### src/warpPkg.sv
package warpPkg;

	// memory map decoded on address bits 23..20
	// RAM covers 0x000000 to 0x3FFFFF and ROM covers 0x400000 to 0x4FFFFF
	localparam logic [3:0] ramTop = 4'h3;
	localparam logic [3:0] romRegion = 4'h4;

	// bus cycle timing in fclk cycles
	localparam int romWaitStates = 2;
	localparam int refreshPeriod = 64;
	localparam int berrDelay = 1;

	// counter widths derived from the timing values above
	localparam int romCntWidth = $clog2(romWaitStates + 1);
	localparam int refCntWidth = $clog2(refreshPeriod);
	localparam int berrCntWidth = $clog2(berrDelay + 1);

	// one processor request as seen on the pins
	// write is active high here and the strobes keep their bus polarity
	typedef struct packed {
		logic [23:1] addr;
		logic write;
		logic udsN;
		logic ldsN;
	} fsbReq_t;

	// device selects held for the length of one bus cycle
	typedef struct packed {
		logic ramCs;
		logic romCs;
		logic unmappedCs;
	} chipSel_t;

	// DRAM pins driven by the RAM controller
	typedef struct packed {
		logic [10:0] ra;
		logic rasN;
		logic casN;
		logic lweN;
		logic uweN;
		logic oeN;
	} dramBus_t;

	// DRAM sequencer states for access and CAS-before-RAS refresh
	typedef enum logic [2:0] {
		ramIdle,
		ramRow,
		ramCas,
		refCas,
		refRas,
		refHold,
		ramPrecharge
	} ramState_t;

	// bus cycle termination states
	typedef enum logic [1:0] {
		fsbIdle,
		fsbWait,
		fsbAck,
		fsbErr
	} fsbState_t;

endpackage

### src/chipSelect.sv
module chipSelect import warpPkg::*; (
	input logic fclk,
	input logic reset,
	input logic busStart,
	input logic busActive,
	input fsbReq_t req,
	output chipSel_t sel
);

	// the upper nibble of the address picks the region
	logic [3:0] region;
	logic inRam;
	logic inRom;

	// ROM sits at address zero until the first ROM-region access
	logic overlay;
	chipSel_t selNext;

	assign region = req.addr[23:20];
	assign inRam = (region <= ramTop);
	assign inRom = (region == romRegion);

	// while overlay is set the RAM region is answered by ROM
	always_comb begin
		selNext.ramCs = inRam && !overlay;
		selNext.romCs = inRom || (inRam && overlay);
		selNext.unmappedCs = !inRam && !inRom;
	end

	// the selects are captured once at cycle start and held
	// they drop one edge after busActive falls so the next cycle starts clean
	always_ff @(posedge fclk) begin
		if (reset) begin
			sel <= '0;
		end else if (busStart) begin
			sel <= selNext;
		end else if (!busActive) begin
			sel <= '0;
		end
	end

	// reset maps ROM over the bottom of memory
	// any access to the real ROM region removes the mirror for good
	always_ff @(posedge fclk) begin
		if (reset) begin
			overlay <= 1'b1;
		end else if (busStart && inRom) begin
			overlay <= 1'b0;
		end
	end

endmodule

### src/refreshTimer.sv
module refreshTimer import warpPkg::*; (
	input logic fclk,
	input logic reset,
	input logic refAck,
	output logic refReq
);

	// free-running period counter
	logic [refCntWidth-1:0] refCnt;
	logic refWrap;

	assign refWrap = (refCnt == refCntWidth'(refreshPeriod - 1));

	// the counter never stops, so refresh requests stay evenly spaced
	// even when the RAM controller is slow to take one
	always_ff @(posedge fclk) begin
		if (reset) begin
			refCnt <= '0;
		end else if (refWrap) begin
			refCnt <= '0;
		end else begin
			refCnt <= refCnt + 1'b1;
		end
	end

	// the request is a level until the controller acknowledges it
	// a wrap while still pending just leaves it set
	// a wrap wins over an acknowledge in the same cycle
	always_ff @(posedge fclk) begin
		if (reset) begin
			refReq <= 1'b0;
		end else if (refWrap) begin
			refReq <= 1'b1;
		end else if (refAck) begin
			refReq <= 1'b0;
		end
	end

endmodule

### src/ramController.sv
module ramController import warpPkg::*; (
	input logic fclk,
	input logic reset,
	input logic busStart,
	input logic busActive,
	input fsbReq_t req,
	input chipSel_t sel,
	input logic refReq,
	output logic refAck,
	output logic memReady,
	output dramBus_t dram,
	output logic romOeN
);

	ramState_t state;
	ramState_t stateNext;
	dramBus_t dramNext;

	// row and column halves of the word address
	logic [10:0] rowAddr;
	logic [10:0] colAddr;

	// counts cycles of a ROM access towards memReady
	logic [romCntWidth-1:0] romWait;

	assign rowAddr = req.addr[21:11];
	assign colAddr = {1'b0, req.addr[10:1]};

	// refresh is only started from idle
	// an access that has already dropped RAS is never cut short
	always_comb begin
		stateNext = state;
		case (state)
			ramIdle: begin
				if (refReq) begin
					stateNext = refCas;
				end else if (busActive && sel.ramCs) begin
					stateNext = ramRow;
				end
			end
			ramRow: stateNext = ramCas;
			// CAS stays low until the processor ends the cycle
			ramCas: begin
				if (!busActive) begin
					stateNext = ramPrecharge;
				end
			end
			refCas: stateNext = refRas;
			refRas: stateNext = refHold;
			refHold: stateNext = ramPrecharge;
			ramPrecharge: stateNext = ramIdle;
			default: stateNext = ramIdle;
		endcase
	end

	// pin values for the state being entered so the strobes come straight off flops
	always_comb begin
		dramNext.ra = rowAddr;
		dramNext.rasN = 1'b1;
		dramNext.casN = 1'b1;
		dramNext.lweN = 1'b1;
		dramNext.uweN = 1'b1;
		dramNext.oeN = 1'b1;
		case (stateNext)
			ramRow: begin
				dramNext.rasN = 1'b0;
			end
			ramCas: begin
				dramNext.ra = colAddr;
				dramNext.rasN = 1'b0;
				dramNext.casN = 1'b0;
				// reads open the output buffers and writes strobe the byte lanes
				dramNext.oeN = req.write;
				dramNext.lweN = req.write ? req.ldsN : 1'b1;
				dramNext.uweN = req.write ? req.udsN : 1'b1;
			end
			// CAS leads RAS for a refresh and both are held one extra cycle
			refCas: begin
				dramNext.casN = 1'b0;
			end
			refRas, refHold: begin
				dramNext.rasN = 1'b0;
				dramNext.casN = 1'b0;
			end
			default: begin
				dramNext.rasN = 1'b1;
			end
		endcase
	end

	always_ff @(posedge fclk) begin
		if (reset) begin
			state <= ramIdle;
			dram <= '{ra: '0, rasN: 1'b1, casN: 1'b1, lweN: 1'b1, uweN: 1'b1, oeN: 1'b1};
			refAck <= 1'b0;
		end else begin
			state <= stateNext;
			dram <= dramNext;
			// one pulse as the refresh sequence begins
			refAck <= (state == ramIdle) && (stateNext == refCas);
		end
	end

	// ROM wait count restarts with each cycle and saturates
	always_ff @(posedge fclk) begin
		if (reset) begin
			romWait <= '0;
		end else if (busStart) begin
			romWait <= '0;
		end else if (busActive && sel.romCs && romWait != romCntWidth'(romWaitStates)) begin
			romWait <= romWait + 1'b1;
		end
	end

	// ROM output enable only for reads and only while the cycle lasts
	always_ff @(posedge fclk) begin
		if (reset) begin
			romOeN <= 1'b1;
		end else if (!busActive) begin
			romOeN <= 1'b1;
		end else if (sel.romCs && !req.write) begin
			romOeN <= 1'b0;
		end
	end

	// memReady rises with CAS for RAM or after the ROM wait states
	// it then holds until the processor releases the bus
	always_ff @(posedge fclk) begin
		if (reset) begin
			memReady <= 1'b0;
		end else if (!busActive) begin
			memReady <= 1'b0;
		end else if (state == ramRow && stateNext == ramCas) begin
			memReady <= 1'b1;
		end else if (sel.romCs && romWait == romCntWidth'(romWaitStates - 1)) begin
			memReady <= 1'b1;
		end
	end

endmodule

### src/fsbController.sv
module fsbController import warpPkg::*; (
	input logic fclk,
	input logic reset,
	input logic asN,
	input chipSel_t sel,
	input logic memReady,
	output logic busStart,
	output logic busActive,
	output logic dtackN,
	output logic berrN
);

	// asN as seen at the last edge
	logic asNr;

	fsbState_t state;
	fsbState_t stateNext;

	// cycles spent waiting on an unmapped select
	logic [berrCntWidth-1:0] berrCnt;

	assign busActive = !asNr;

	// busStart marks the first edge that sees the address strobe low
	always_ff @(posedge fclk) begin
		if (reset) begin
			asNr <= 1'b1;
			busStart <= 1'b0;
		end else begin
			asNr <= asN;
			busStart <= !asN && asNr;
		end
	end

	// a cycle ends in an acknowledge or a bus error
	// either one is held until the processor drops the strobe
	always_comb begin
		stateNext = state;
		case (state)
			fsbIdle: begin
				if (busStart) begin
					stateNext = fsbWait;
				end
			end
			fsbWait: begin
				if (!busActive) begin
					stateNext = fsbIdle;
				end else if (memReady) begin
					stateNext = fsbAck;
				end else if (sel.unmappedCs && berrCnt == berrCntWidth'(berrDelay)) begin
					stateNext = fsbErr;
				end
			end
			fsbAck, fsbErr: begin
				if (!busActive) begin
					stateNext = fsbIdle;
				end
			end
			default: stateNext = fsbIdle;
		endcase
	end

	// termination outputs are registered off the next state
	always_ff @(posedge fclk) begin
		if (reset) begin
			state <= fsbIdle;
			dtackN <= 1'b1;
			berrN <= 1'b1;
		end else begin
			state <= stateNext;
			dtackN <= (stateNext != fsbAck);
			berrN <= (stateNext != fsbErr);
		end
	end

	// the error delay counts from the first wait cycle and then stops
	always_ff @(posedge fclk) begin
		if (reset) begin
			berrCnt <= '0;
		end else if (state != fsbWait) begin
			berrCnt <= '0;
		end else if (berrCnt != berrCntWidth'(berrDelay)) begin
			berrCnt <= berrCnt + 1'b1;
		end
	end

endmodule

### src/warpTop.sv
module warpTop import warpPkg::*; (
	input logic fclk,
	input logic reset,
	input logic asN,
	input logic udsN,
	input logic ldsN,
	input logic writeN,
	input logic [23:1] addr,
	output logic dtackN,
	output logic berrN,
	output logic [10:0] ra,
	output logic rasN,
	output logic casN,
	output logic lweN,
	output logic uweN,
	output logic oeN,
	output logic romOeN
);

	fsbReq_t req;
	chipSel_t sel;
	dramBus_t dram;

	// cycle detection and handshakes between the blocks
	logic busStart;
	logic busActive;
	logic memReady;
	logic refReq;
	logic refAck;

	// the request comes straight from the processor pins
	// write is carried active high inside the design
	assign req = '{addr: addr, write: !writeN, udsN: udsN, ldsN: ldsN};

	assign ra = dram.ra;
	assign rasN = dram.rasN;
	assign casN = dram.casN;
	assign lweN = dram.lweN;
	assign uweN = dram.uweN;
	assign oeN = dram.oeN;

	chipSelect chipSelect_i (
		.fclk(fclk), .reset(reset), .busStart(busStart), .busActive(busActive),
		.req(req), .sel(sel));

	refreshTimer refreshTimer_i (
		.fclk(fclk), .reset(reset), .refAck(refAck), .refReq(refReq));

	ramController ramController_i (
		.fclk(fclk), .reset(reset), .busStart(busStart), .busActive(busActive),
		.req(req), .sel(sel), .refReq(refReq), .refAck(refAck),
		.memReady(memReady), .dram(dram), .romOeN(romOeN));

	fsbController fsbController_i (
		.fclk(fclk), .reset(reset), .asN(asN), .sel(sel), .memReady(memReady),
		.busStart(busStart), .busActive(busActive), .dtackN(dtackN), .berrN(berrN));

endmodule

### config.mk
export PLATFORM = sky130hd
export DESIGN_NAME = warpTop
export DESIGN_NICKNAME = d
export VERILOG_FILES = /design/src/warpPkg.sv /design/src/chipSelect.sv /design/src/refreshTimer.sv /design/src/ramController.sv /design/src/fsbController.sv /design/src/warpTop.sv
export SDC_FILE = /design/constraint.sdc
export NUM_CORES = 1
export LEC_CHECK = 0
export ABC_CLOCK_PERIOD_IN_PS = 2000
export CAP_MARGIN = 20
export CELL_PAD_IN_SITES_DETAIL_PLACEMENT = 1
export CELL_PAD_IN_SITES_GLOBAL_PLACEMENT = 1
export CORE_ASPECT_RATIO = 0.7
export CORE_MARGIN = 2
export CORE_UTILIZATION = 50
export CTS_CLUSTER_DIAMETER = 40
export CTS_CLUSTER_SIZE = 24
export DETAILED_ROUTE_END_ITERATION = 7
export DONT_BUFFER_PORTS = 1
export GPL_ROUTABILITY_DRIVEN = 0
export PLACE_DENSITY_LB_ADDON = 0.1
export SETUP_SLACK_MARGIN = 0.15
export SYNTH_ARGS = -nofsm -noshare
export SYNTH_HDL_FRONTEND = slang
export SYNTH_HIERARCHICAL = 1
export SYNTH_SLANG_ARGS = --single-unit
### constraint.sdc
create_clock -name fclk -period 2 [get_ports fclk]
set_input_delay 0.1 -clock fclk [delete_from_list [all_inputs] [get_ports fclk]]
set_output_delay 0.1 -clock fclk [all_outputs]
set_load 0.01 [all_outputs]
## Word level (Yosys, flattened, before mapping)

Index checks and enable logic that the tools add are counted.

- Register bits: 42
- Bits of input ports: 29
- Output and inout bits: 19

- $add $sub $neg: 3
- Order comparisons: 1
- Equality and inequality tests: 20
- Mux-type cells: 20
- Bitwise gates (word level): 1
- Reductions and logical operators: 35

Operators by type and width:

| kind | number |
|---|---|
| 3-bit case mux with 6 select lines | 1 |
| 3-bit 2-to-1 mux | 5 |
| 2-bit OR reduction | 7 |
| 1-bit logical AND | 13 |
| 3-bit by 2-bit equality test with 1-bit output, second input constant | 4 |
| 3-bit equality test, second input constant | 4 |
| 10-bit 2-to-1 mux | 1 |
| 2-bit 2-to-1 mux | 5 |
| 4-bit OR reduction | 2 |
| 1-bit 2-to-1 mux | 7 |
| 6-bit by 1-bit adder with 6-bit output, second input constant | 1 |
| 3-bit by 1-bit equality test with 1-bit output, second input constant | 2 |
| 6-bit equality test, second input constant | 1 |
| 1-bit logical NOT | 6 |
| 2-bit != test, second input constant | 3 |
| 2-bit case mux with 3 select lines | 1 |
| 2-bit nonzero test | 3 |
| 2-bit by 1-bit equality test with 1-bit output, second input constant | 2 |
| 2-bit equality test, second input constant | 2 |
| 4-bit by 3-bit equality test with 1-bit output, second input constant | 1 |
| 4-bit by 2-bit <= comparator with 1-bit output, second input constant | 1 |
| 3-bit logical NOT | 1 |
| 3-bit OR reduction | 1 |
| 2-bit by 1-bit adder with 2-bit output, second input constant | 1 |
| other kinds (5) | 5 |

## Longest topological paths before layout

Gate-level depths: netlist of the first run.

- Word-level depth: 8
- Mapped depth: 5
- Gate-level depth less buffers: 5

## Cells and area by module

The synthesis of the first run kept the hierarchy.

By module, submodules not included:

| module | instances | cells an instance | area an instance (sq um) | sequential area each (sq um) |
|---|---|---|---|---|
| ramController | 1 | 100 | 1024.7 | 480.5 |
| refreshTimer | 1 | 27 | 267.8 | 140.1 |
| fsbController | 1 | 19 | 230.2 | 140.1 |
| chipSelect | 1 | 18 | 162.7 | 80.1 |
| warpTop | 1 | 1 | 3.8 | 0.0 |

## Least setup slack after synthesis of the first run

Ideal clock, no wire load.

- Path kind: register -> register
- Start point: register fsbController_i.asNr
- End point: register ramController_i/dram[10] (netlist name)
- Setup time: 72 ps
- Arrival time: 1200 ps
- Slack: 729 ps
- Stages on the path, launching flop included: 6
- Buffers on the path: 1
- Cell sequence: dfxtp_1 -> inv_1 -> nand3b_2 -> a21oi_2 -> buf_6 -> mux2i_1

- Word-level cells in the longest chain between the ends: 7
- Elaborated cells between the ends (all ways): 8

Ends and longest elaborated chain:

| item | RTL line | source |
|---|---|---|
| start, declared | fsbController.sv:14 | `logic asNr;` |
| start signal, assigned | fsbController.sv:30 | `asNr <= asN;` |
| 1-bit logical NOT | fsbController.sv:22 | `assign busActive = !asNr;` |
| named net busActive | warpTop.sv:26 | `logic busActive;` |
| 1-bit logical AND | ramController.sv:37 | `end else if (busActive && sel.ramCs) begin` |
| 3-bit 2-to-1 mux | ramController.sv:37 |  |
| 3-bit 2-to-1 mux | ramController.sv:35 | `if (refReq) begin` |
| 3-bit case mux with 6 select lines | ramController.sv:33 | `case (state)` |
| 3-bit by 2-bit equality test with 1-bit output | ramController.sv:64 | `case (stateNext)` |
| 10-bit 2-to-1 mux | ramController.sv:64 |  |

The timed path passes the listed nets, and every way through them passes these cells.
A chain may end at the register's enable or synchronous reset.

## Final worst setup path of the first run

- Start point: register fsbController_i.asNr
- End point: register ramController_i/dram[12] (netlist name)

- Word-level cells in the longest chain between the ends: 7
- Elaborated cells between the ends (all ways): 8

Ends and longest elaborated chain:

| item | RTL line |
|---|---|
| 1-bit logical NOT | fsbController.sv:22 |
| named net busActive | warpTop.sv:26 |
| 1-bit logical AND | ramController.sv:37 |
| 3-bit 2-to-1 mux | ramController.sv:37 |
| 3-bit 2-to-1 mux | ramController.sv:35 |
| 3-bit case mux with 6 select lines | ramController.sv:33 |
| 3-bit by 2-bit equality test with 1-bit output | ramController.sv:64 |
| 10-bit 2-to-1 mux | ramController.sv:64 |

The timed path passes the listed nets, and every way through them passes these cells.

==> impl_metrics.csv, run 1 <==
group,metric,value,unit
setup_path,slowest_delay,340,ps
routing,post_drt_via_cell_ratio,5.572,
logic_synthesis,syn_area_per_cell,10.24,um^2
cells_and_area,drive_above_1_share,10.15,%
clocking,ctsResizeCount,0,
power_and_ir_drop,powerDensity,725.4,nW/um^2
clocking,clockRootBuffer,"clkbuf_8",
global_route,met1_usage,27.53,%
power_and_ir_drop,p_leak,0.7513,nW
timing,maxSlewViolCount,0,
setup_path,cp.required,2220,ps
logic_synthesis,synth-edff-count,0,
logic_synthesis,yosysSeqAreaShare,49.78,%
timing,period_needed,1546,ps
logic_synthesis,ys_ff_latch,42,
timing,tightestPinTransition,434.0,ps
routing,drt-initial-drc-count,24,
placement,dp_hpwl,2.318,mm
cells_and_area,layout.nets,229,
global_route,track_usage,26.28,%
routing,wl_per_cell,18.98,um
logic_synthesis,async_flop_share,0,%
flow_run,timing.max_cap.violations,0,
clocking,clk_pin_slew,80,ps
hold_path,hold_path.class,"input port to flip-flop",
routing,wirelength,4.480,mm
floorplanning,die_h,52.63,um
clocking,cts_made_buffers,5,
logic_synthesis,synth_cells,165,
timing,fin_tns_setup,0,ps
run_status,status,"completed",
global_route,grt_pass1_wl,7.093,mm
floorplanning,start_util,52.94,%
setup_path,cpMaxStageDelayCell,"inv_1",
power_and_ir_drop,p_total,1.520,mW
clocking,cts_htree_levels,2,
logic_synthesis,synthMostInstantiatedCell,"dfxtp_1",
floorplanning,rows,17,
timing,finalHoldViolations,0,
setup_path,reg2reg_slack,450,ps
setup_path,worstPathCellList,"inv_1 > nand3b_2 > a21oi_2 > buf_4 > mux2i_1",
global_route,grt.busiest_layer,"met2",
setup_path,critPathLaunchType,"flip-flop",
logic_synthesis,synth.distinct_cells,44,
floorplanning,die_area,3867,um^2
logic_synthesis,synthesis.area,1689,um^2
routing,dr_total_vias,1315,
cells_and_area,area_delta_synth_final,24.07,%
logic_synthesis,synth_warnings,6,
logic_synthesis,synth_nets,197,
clocking,clockBufferDepth,2,
logic_synthesis,yosys-top-cells-count,"dfxtp_1 (42), nand2b_1 (27), nor2_1 (13)",
clocking,clock-sinks,42,
routing,drc,0,
timing,hold-worst-slack,17.05,ps
global_route,grt_overflow,0,
setup_path,cp-end-kind,"flip-flop",
routing,antenna_left,0,
global_route,grt_max_degree,41,
clocking,cts_setup_buffers,0,
timing,finalCritPeriodShare,77.32,%
timing,relSlewSlack,71.03,%
timing,grt_setup_unrepaired,"no",
global_route,use_met3,7.500,%
floorplanning,die_w,73.47,um
timing,fmax,646.7,MHz
global_route,met2_usage,45.54,%
power_and_ir_drop,vdd_drop_max,0.5453,mV
logic_synthesis,synth_area_leaders,"dfxtp_1 (50%), nand2b_1 (10%), mux2i_1 (5.9%)",
clocking,cts_tree,"yes",
global_route,antenna_found_initial,0,
setup_path,cp_max_fo,13,
global_route,grt_pass1_vias,1436,
logic_synthesis,synth_top_flop_cell,"dfxtp_1",
logic_synthesis,synth_top_area_share,49.78,%
placement,io_buffer_count,0,
setup_path,arrival,1770,ps
routing,drt_first_pass_iters,4,
logic_synthesis,synth_top_cell_by_area,"dfxtp_1",
clocking,insertion_delay,300,ps
timing,setup_viol,0,
floorplanning,ios,48,
setup_path,critPathKind,"flip-flop to flip-flop",
timing,fin_skew,5.961,ps
floorplanning,core,3191,um^2
[layer usage]
layer | wire [um] | part of all wire (%)
met5 | 0 | 0
met1 | 1835 | 41
met4 | 181 | 4.0
met2 | 2271 | 51
met3 | 192 | 4.3
[flip-flops by register name (all words and copies together) (netlist names)]
name and cells:
fsbController_i/state 2, fsbController_i/berrN 1, fsbController_i/dtackN 1, ramController_i/memReady 1
ramController_i/romWait 2, ramController_i/state 3, chipSelect_i/sel 3, fsbController_i/busStart 1
refreshTimer_i/refCnt 6, ramController_i/refAck 1, fsbController_i/berrCnt 1, refreshTimer_i/refReq 1
chipSelect_i/overlay 1, ramController_i/romOeN 1, ramController_i/dram 16, fsbController_i/asNr 1
[logic make-up (layout without fill, tap and decap cells)]
group / Yosys count / in the layout / share of synthesized area, %
AOI/OAI and AO/OA: 26 / 26 / 11.19
xor gates and xnor gates: 4 / 4 / 2.074
adders and majority gates: 3 / 3 / 2.222
buffers and inverters: 12 / 44 / 3.185
DFF: 42 / 42 / 49.78
muxes: 10 / 10 / 5.926
other: 0 / 1 / 0
and+or+nand+nor: 68 / 68 / 25.63
[layout by cell type, fill, tap and decap left out, types with 2 or more instances in the layout]
cell type      instances
nand2b_1              27
nand3b_1               7
nor2_1                13
mux2i_1               10
xnor2_1                3
inv_1                  7
ha_1                   3
clkbuf_1               2
dfxtp_1               42
dlygate4sd3_1         28
a211oi_1               2
o21ai_0                6
clkbuf_8               5
nand3_1                2
nand2_1                3
a21oi_1                7
a21oi_2                2
[final timing paths]
path | end | start | cells after the start
setup / recovery | ramController_i/dram[12] | fsbController_i/asNr | 5
setup reg to reg | ramController_i/dram[12] | fsbController_i/asNr | 5
hold reg to reg | fsbController_i/state[1] | fsbController_i/asNr | 1
hold / removal | ramController_i/dram[13] | reset | 2
[layout make-up]
| class | count | area [um^2] |
|---|---|---|
| Antenna cell | 1 | 2.502 |
| Inverter | 7 | 26.28 |
| Sequential cell | 42 | 840.8 |
| Timing Repair Buffer | 30 | 307.8 |
| Multi-Input combinational cell | 111 | 794.5 |
| Tap cell | 38 | 47.55 |
| Clock buffer | 7 | 76.32 |
| Fill cell | 330 | 1095 |
[what timing repair did]
| item | 4_1_cts | 5_1_grt |
|---|---|---|
| endpoints found under the setup margin | 0 | 0 |
| endpoints found under the hold margin | 38 | 0 |
| hold buffers | 29 | 0 |
[through the flow]
| stage | setup WS (ps) | cells | utilization, % | area [um^2] |
|---|---|---|---|---|
| after CTS | 474.4 | 235 | 65.61 | 2093 |
| after floorplan | 728.8 | 165 | - | 1689 |
| after global routing | 333.9 | 235 | 65.61 | 2093 |
| final | 453.6 | 236 | 65.69 | 2096 |
| after detailed placement | 506.8 | 199 | 53.80 | 1717 |
| after global placement | 608.7 | 199 | 53.80 | 1717 |
[power breakdown]
group / switching [mW] / leakage, nW / internal (mW)
logic: 0.0521 / 0.370 / 0.0708
clock network: 0.272 / 0.0383 / 0.240
registers: 0.0253 / 0.343 / 0.860
[worst max-delay path, delay by kind of cell (launching register included)]
kind,cells,cell delay [ps]
flip-flops,1,330
buffers and inverters,2,570
AO/OA/AOI/OAI,1,160
AND/OR/NAND/NOR,1,160
multiplexers,1,240
Power figures use the tool's default switching activity.
==> run 2, diff against run 1 <==
- ABC_CLOCK_PERIOD_IN_PS: 2000 -> 1600
- CORE_UTILIZATION: 50 -> 46
- clock period: 2 -> 1.6 ns (I/O delays scaled with it)
==> run 2 against run 1 <==
  * Clock power is 27% higher
  * Critical path type unchanged
  * Setup slack worse by 220 ps
  * Combinational power is 24% higher
  * First-iteration DRC count is 120% higher
  * Sequential power is 24% higher
  * Largest power group unchanged
  * Largest cell class unchanged
  * Maximum frequency is 13% higher
  * Non-clock buffer count stayed put
  * Utilization is 5.2 points lower
==> impl_metrics.csv, run 2 (same netlist as run 1, synthesis figures left out) <==
group,metric,value,unit
power_and_ir_drop,powerDensity,897.1,nW/um^2
power_and_ir_drop,vdd_drop_max,0.8161,mV
clocking,clk_pin_slew,80,ps
floorplanning,die_w,76.43,um
run_status,status,"completed",
global_route,track_usage,22.36,%
setup_path,cp_max_fo,11,
global_route,antenna_found_initial,0,
timing,finalCritPeriodShare,85.63,%
cells_and_area,largest_reg_flops,16,
setup_path,cp.required,1810,ps
setup_path,cpMaxStageDelayCell,"dfxtp_1",
floorplanning,rows,18,
cells_and_area,layout.nets,229,
placement,dpl.cell_count,212,
power_and_ir_drop,p_leak,0.7591,nW
timing,period_needed,1370,ps
flow_run,timing.max_cap.violations,0,
setup_path,arrival,1580,ps
floorplanning,ios,48,
setup_path,cp-end-kind,"flip-flop",
timing,finalHoldViolations,0,
clocking,clockBufferDepth,2,
global_route,grt_max_degree,43,
routing,antenna_left,0,
cells_and_area,drive_above_1_share,12.69,%
cells_and_area,largest-register,"ramController_i/dram",
timing,maxSlewViolCount,0,
clocking,cts_made_buffers,5,
routing,drc,0,
routing,post_drt_via_cell_ratio,5.226,
routing,drt_first_pass_iters,4,
hold_path,hold_path.class,"input port to flip-flop",
placement,io_buffer_count,0,
cells_and_area,fin_cells,248,
setup_path,critPathLaunchType,"flip-flop",
clocking,clock-sinks,42,
cells_and_area,final_core_util,60.47,%
cells_and_area,area_delta_synth_final,25.78,%
clocking,cts_tree,"yes",
setup_path,critical_path_buf_inv_count,1,
clocking,clockRootBuffer,"clkbuf_8",
setup_path,worstPathCellList,"nand2b_1 > a21oi_2 > buf_12 > mux2i_1",
timing,setup_viol,0,
routing,wl_per_cell,17.38,um
floorplanning,die_area,4180,um^2
setup_path,critPathKind,"flip-flop to flip-flop",
cells_and_area,stdcell_area,2125,um^2
timing,fmax,729.9,MHz
floorplanning,start_util,48.08,%
timing,fin_skew,6.122,ps
placement,place_area,1752,um^2
timing,grt_setup_unrepaired,"yes",
cells_and_area,largestRegisters,"ramController_i/dram (16), refreshTimer_i/refCnt (6)",
timing,relSlewSlack,74.62,%
global_route,grt_pass1_wl,6.865,mm
global_route,grt_pass1_vias,1368,
clocking,cts_htree_levels,2,
placement,dp_hpwl,2.448,mm
floorplanning,core,3513,um^2
setup_path,slowest_delay,380,ps
routing,drt-initial-drc-count,53,
timing,tightestPinTransition,378.4,ps
setup_path,cp_top_family,"flip-flops",
timing,fin_tns_setup,0,ps
clocking,insertion_delay,290,ps
global_route,grt_overflow,0,
routing,wirelength,4.309,mm
routing,dr_total_vias,1296,
floorplanning,die_h,54.70,um
cells_and_area,mostFrequentLayoutCells,"dfxtp_1 (41), dlygate4sd3_1 (27), nand2b_1 (27), nor2_1 (13), mux2i_1 (10)",
cells_and_area,layout_commonest_cell,"dfxtp_1",
==> run 2: changes by cell type in the layout (fill, tap and decap cells not counted) <==
cell / delta
dfxtp_2: +1
clkinv_2: +2
clkbuf_1: -2
dfxtp_1: -1
dlygate4sd3_1: -1
buf_12: +1
inv_2: +1
inv_1: -1
==> run 2: stage by stage <==
step | power (mW) | hold slack (ps) | worst slack (ps)
after floorplan | 1.188 | 149.1 | 328.8
after global placement | 1.195 | 154.5 | 297.4
after detailed placement | 1.202 | 156.7 | 242.8
after CTS | 1.907 | 5.174 | 214.8
after global routing | 1.999 | 4.377 | 142.5
final | 1.906 | 16.48 | 229.9
==> run 2: per-layer routing <==
metal / routed length, um / global-route usage, % / up-vias
met5: 0 / 0 / -
met3: 230 / 7.426 / 9
met4: 68 / 9.394 / 0
met1: 1789 / 24.55 / 621
met2: 2221 / 41.45 / 38
li1: - / - / 628
==> run 2: power breakdown <==
part	leakage, nW	internal, mW	total [mW]	switching (mW)
Clock	0.0438	0.293	0.650	0.357
Sequential	0.344	1.07	1.10	0.0289
Combinational	0.372	0.0891	0.153	0.0639
Total	0.759	1.46	1.91	0.450
==> run 2: worst reg2reg max path: stages, from the launching register on <==
cell      delay (ps)
dfxtp_1          380
nand2b_1         260
a21oi_2          210
buf_12           170
mux2i_1          270
==> run 2: worst paths after layout <==
kind	startpoint	end	slack, ps	depth (start not counted)
max	ramController_i/state[1]	ramController_i/dram[8]	230	4
min	addr[22]	chipSelect_i/overlay	20	2
max reg2reg	ramController_i/state[1]	ramController_i/dram[8]	230	4
min reg2reg	refreshTimer_i/refCnt[0]	refreshTimer_i/refCnt[0]	470	1
==> run 2: what timing repair did <==
| action | CTS | global route |
|---|---|---|
| endpoints found under the hold margin | 38 | 0 |
| resized for setup | 0 | 2 |
| buffers inserted | 0 | 0 |
| endpoints found under the setup margin | 0 | 2 |
| hold buffers | 28 | 0 |
==> run 2: final cells by class <==
type                       instances  area (um^2)
sequential                        42        842.1
clock inverter                     2        10.01
antenna                            1        2.502
inverter                           7        26.28
timing repair buffer              30        317.8
tap                               50        62.56
fill                             396         1389
multi-input combinational        111        794.5
clock buffer                       5        68.82
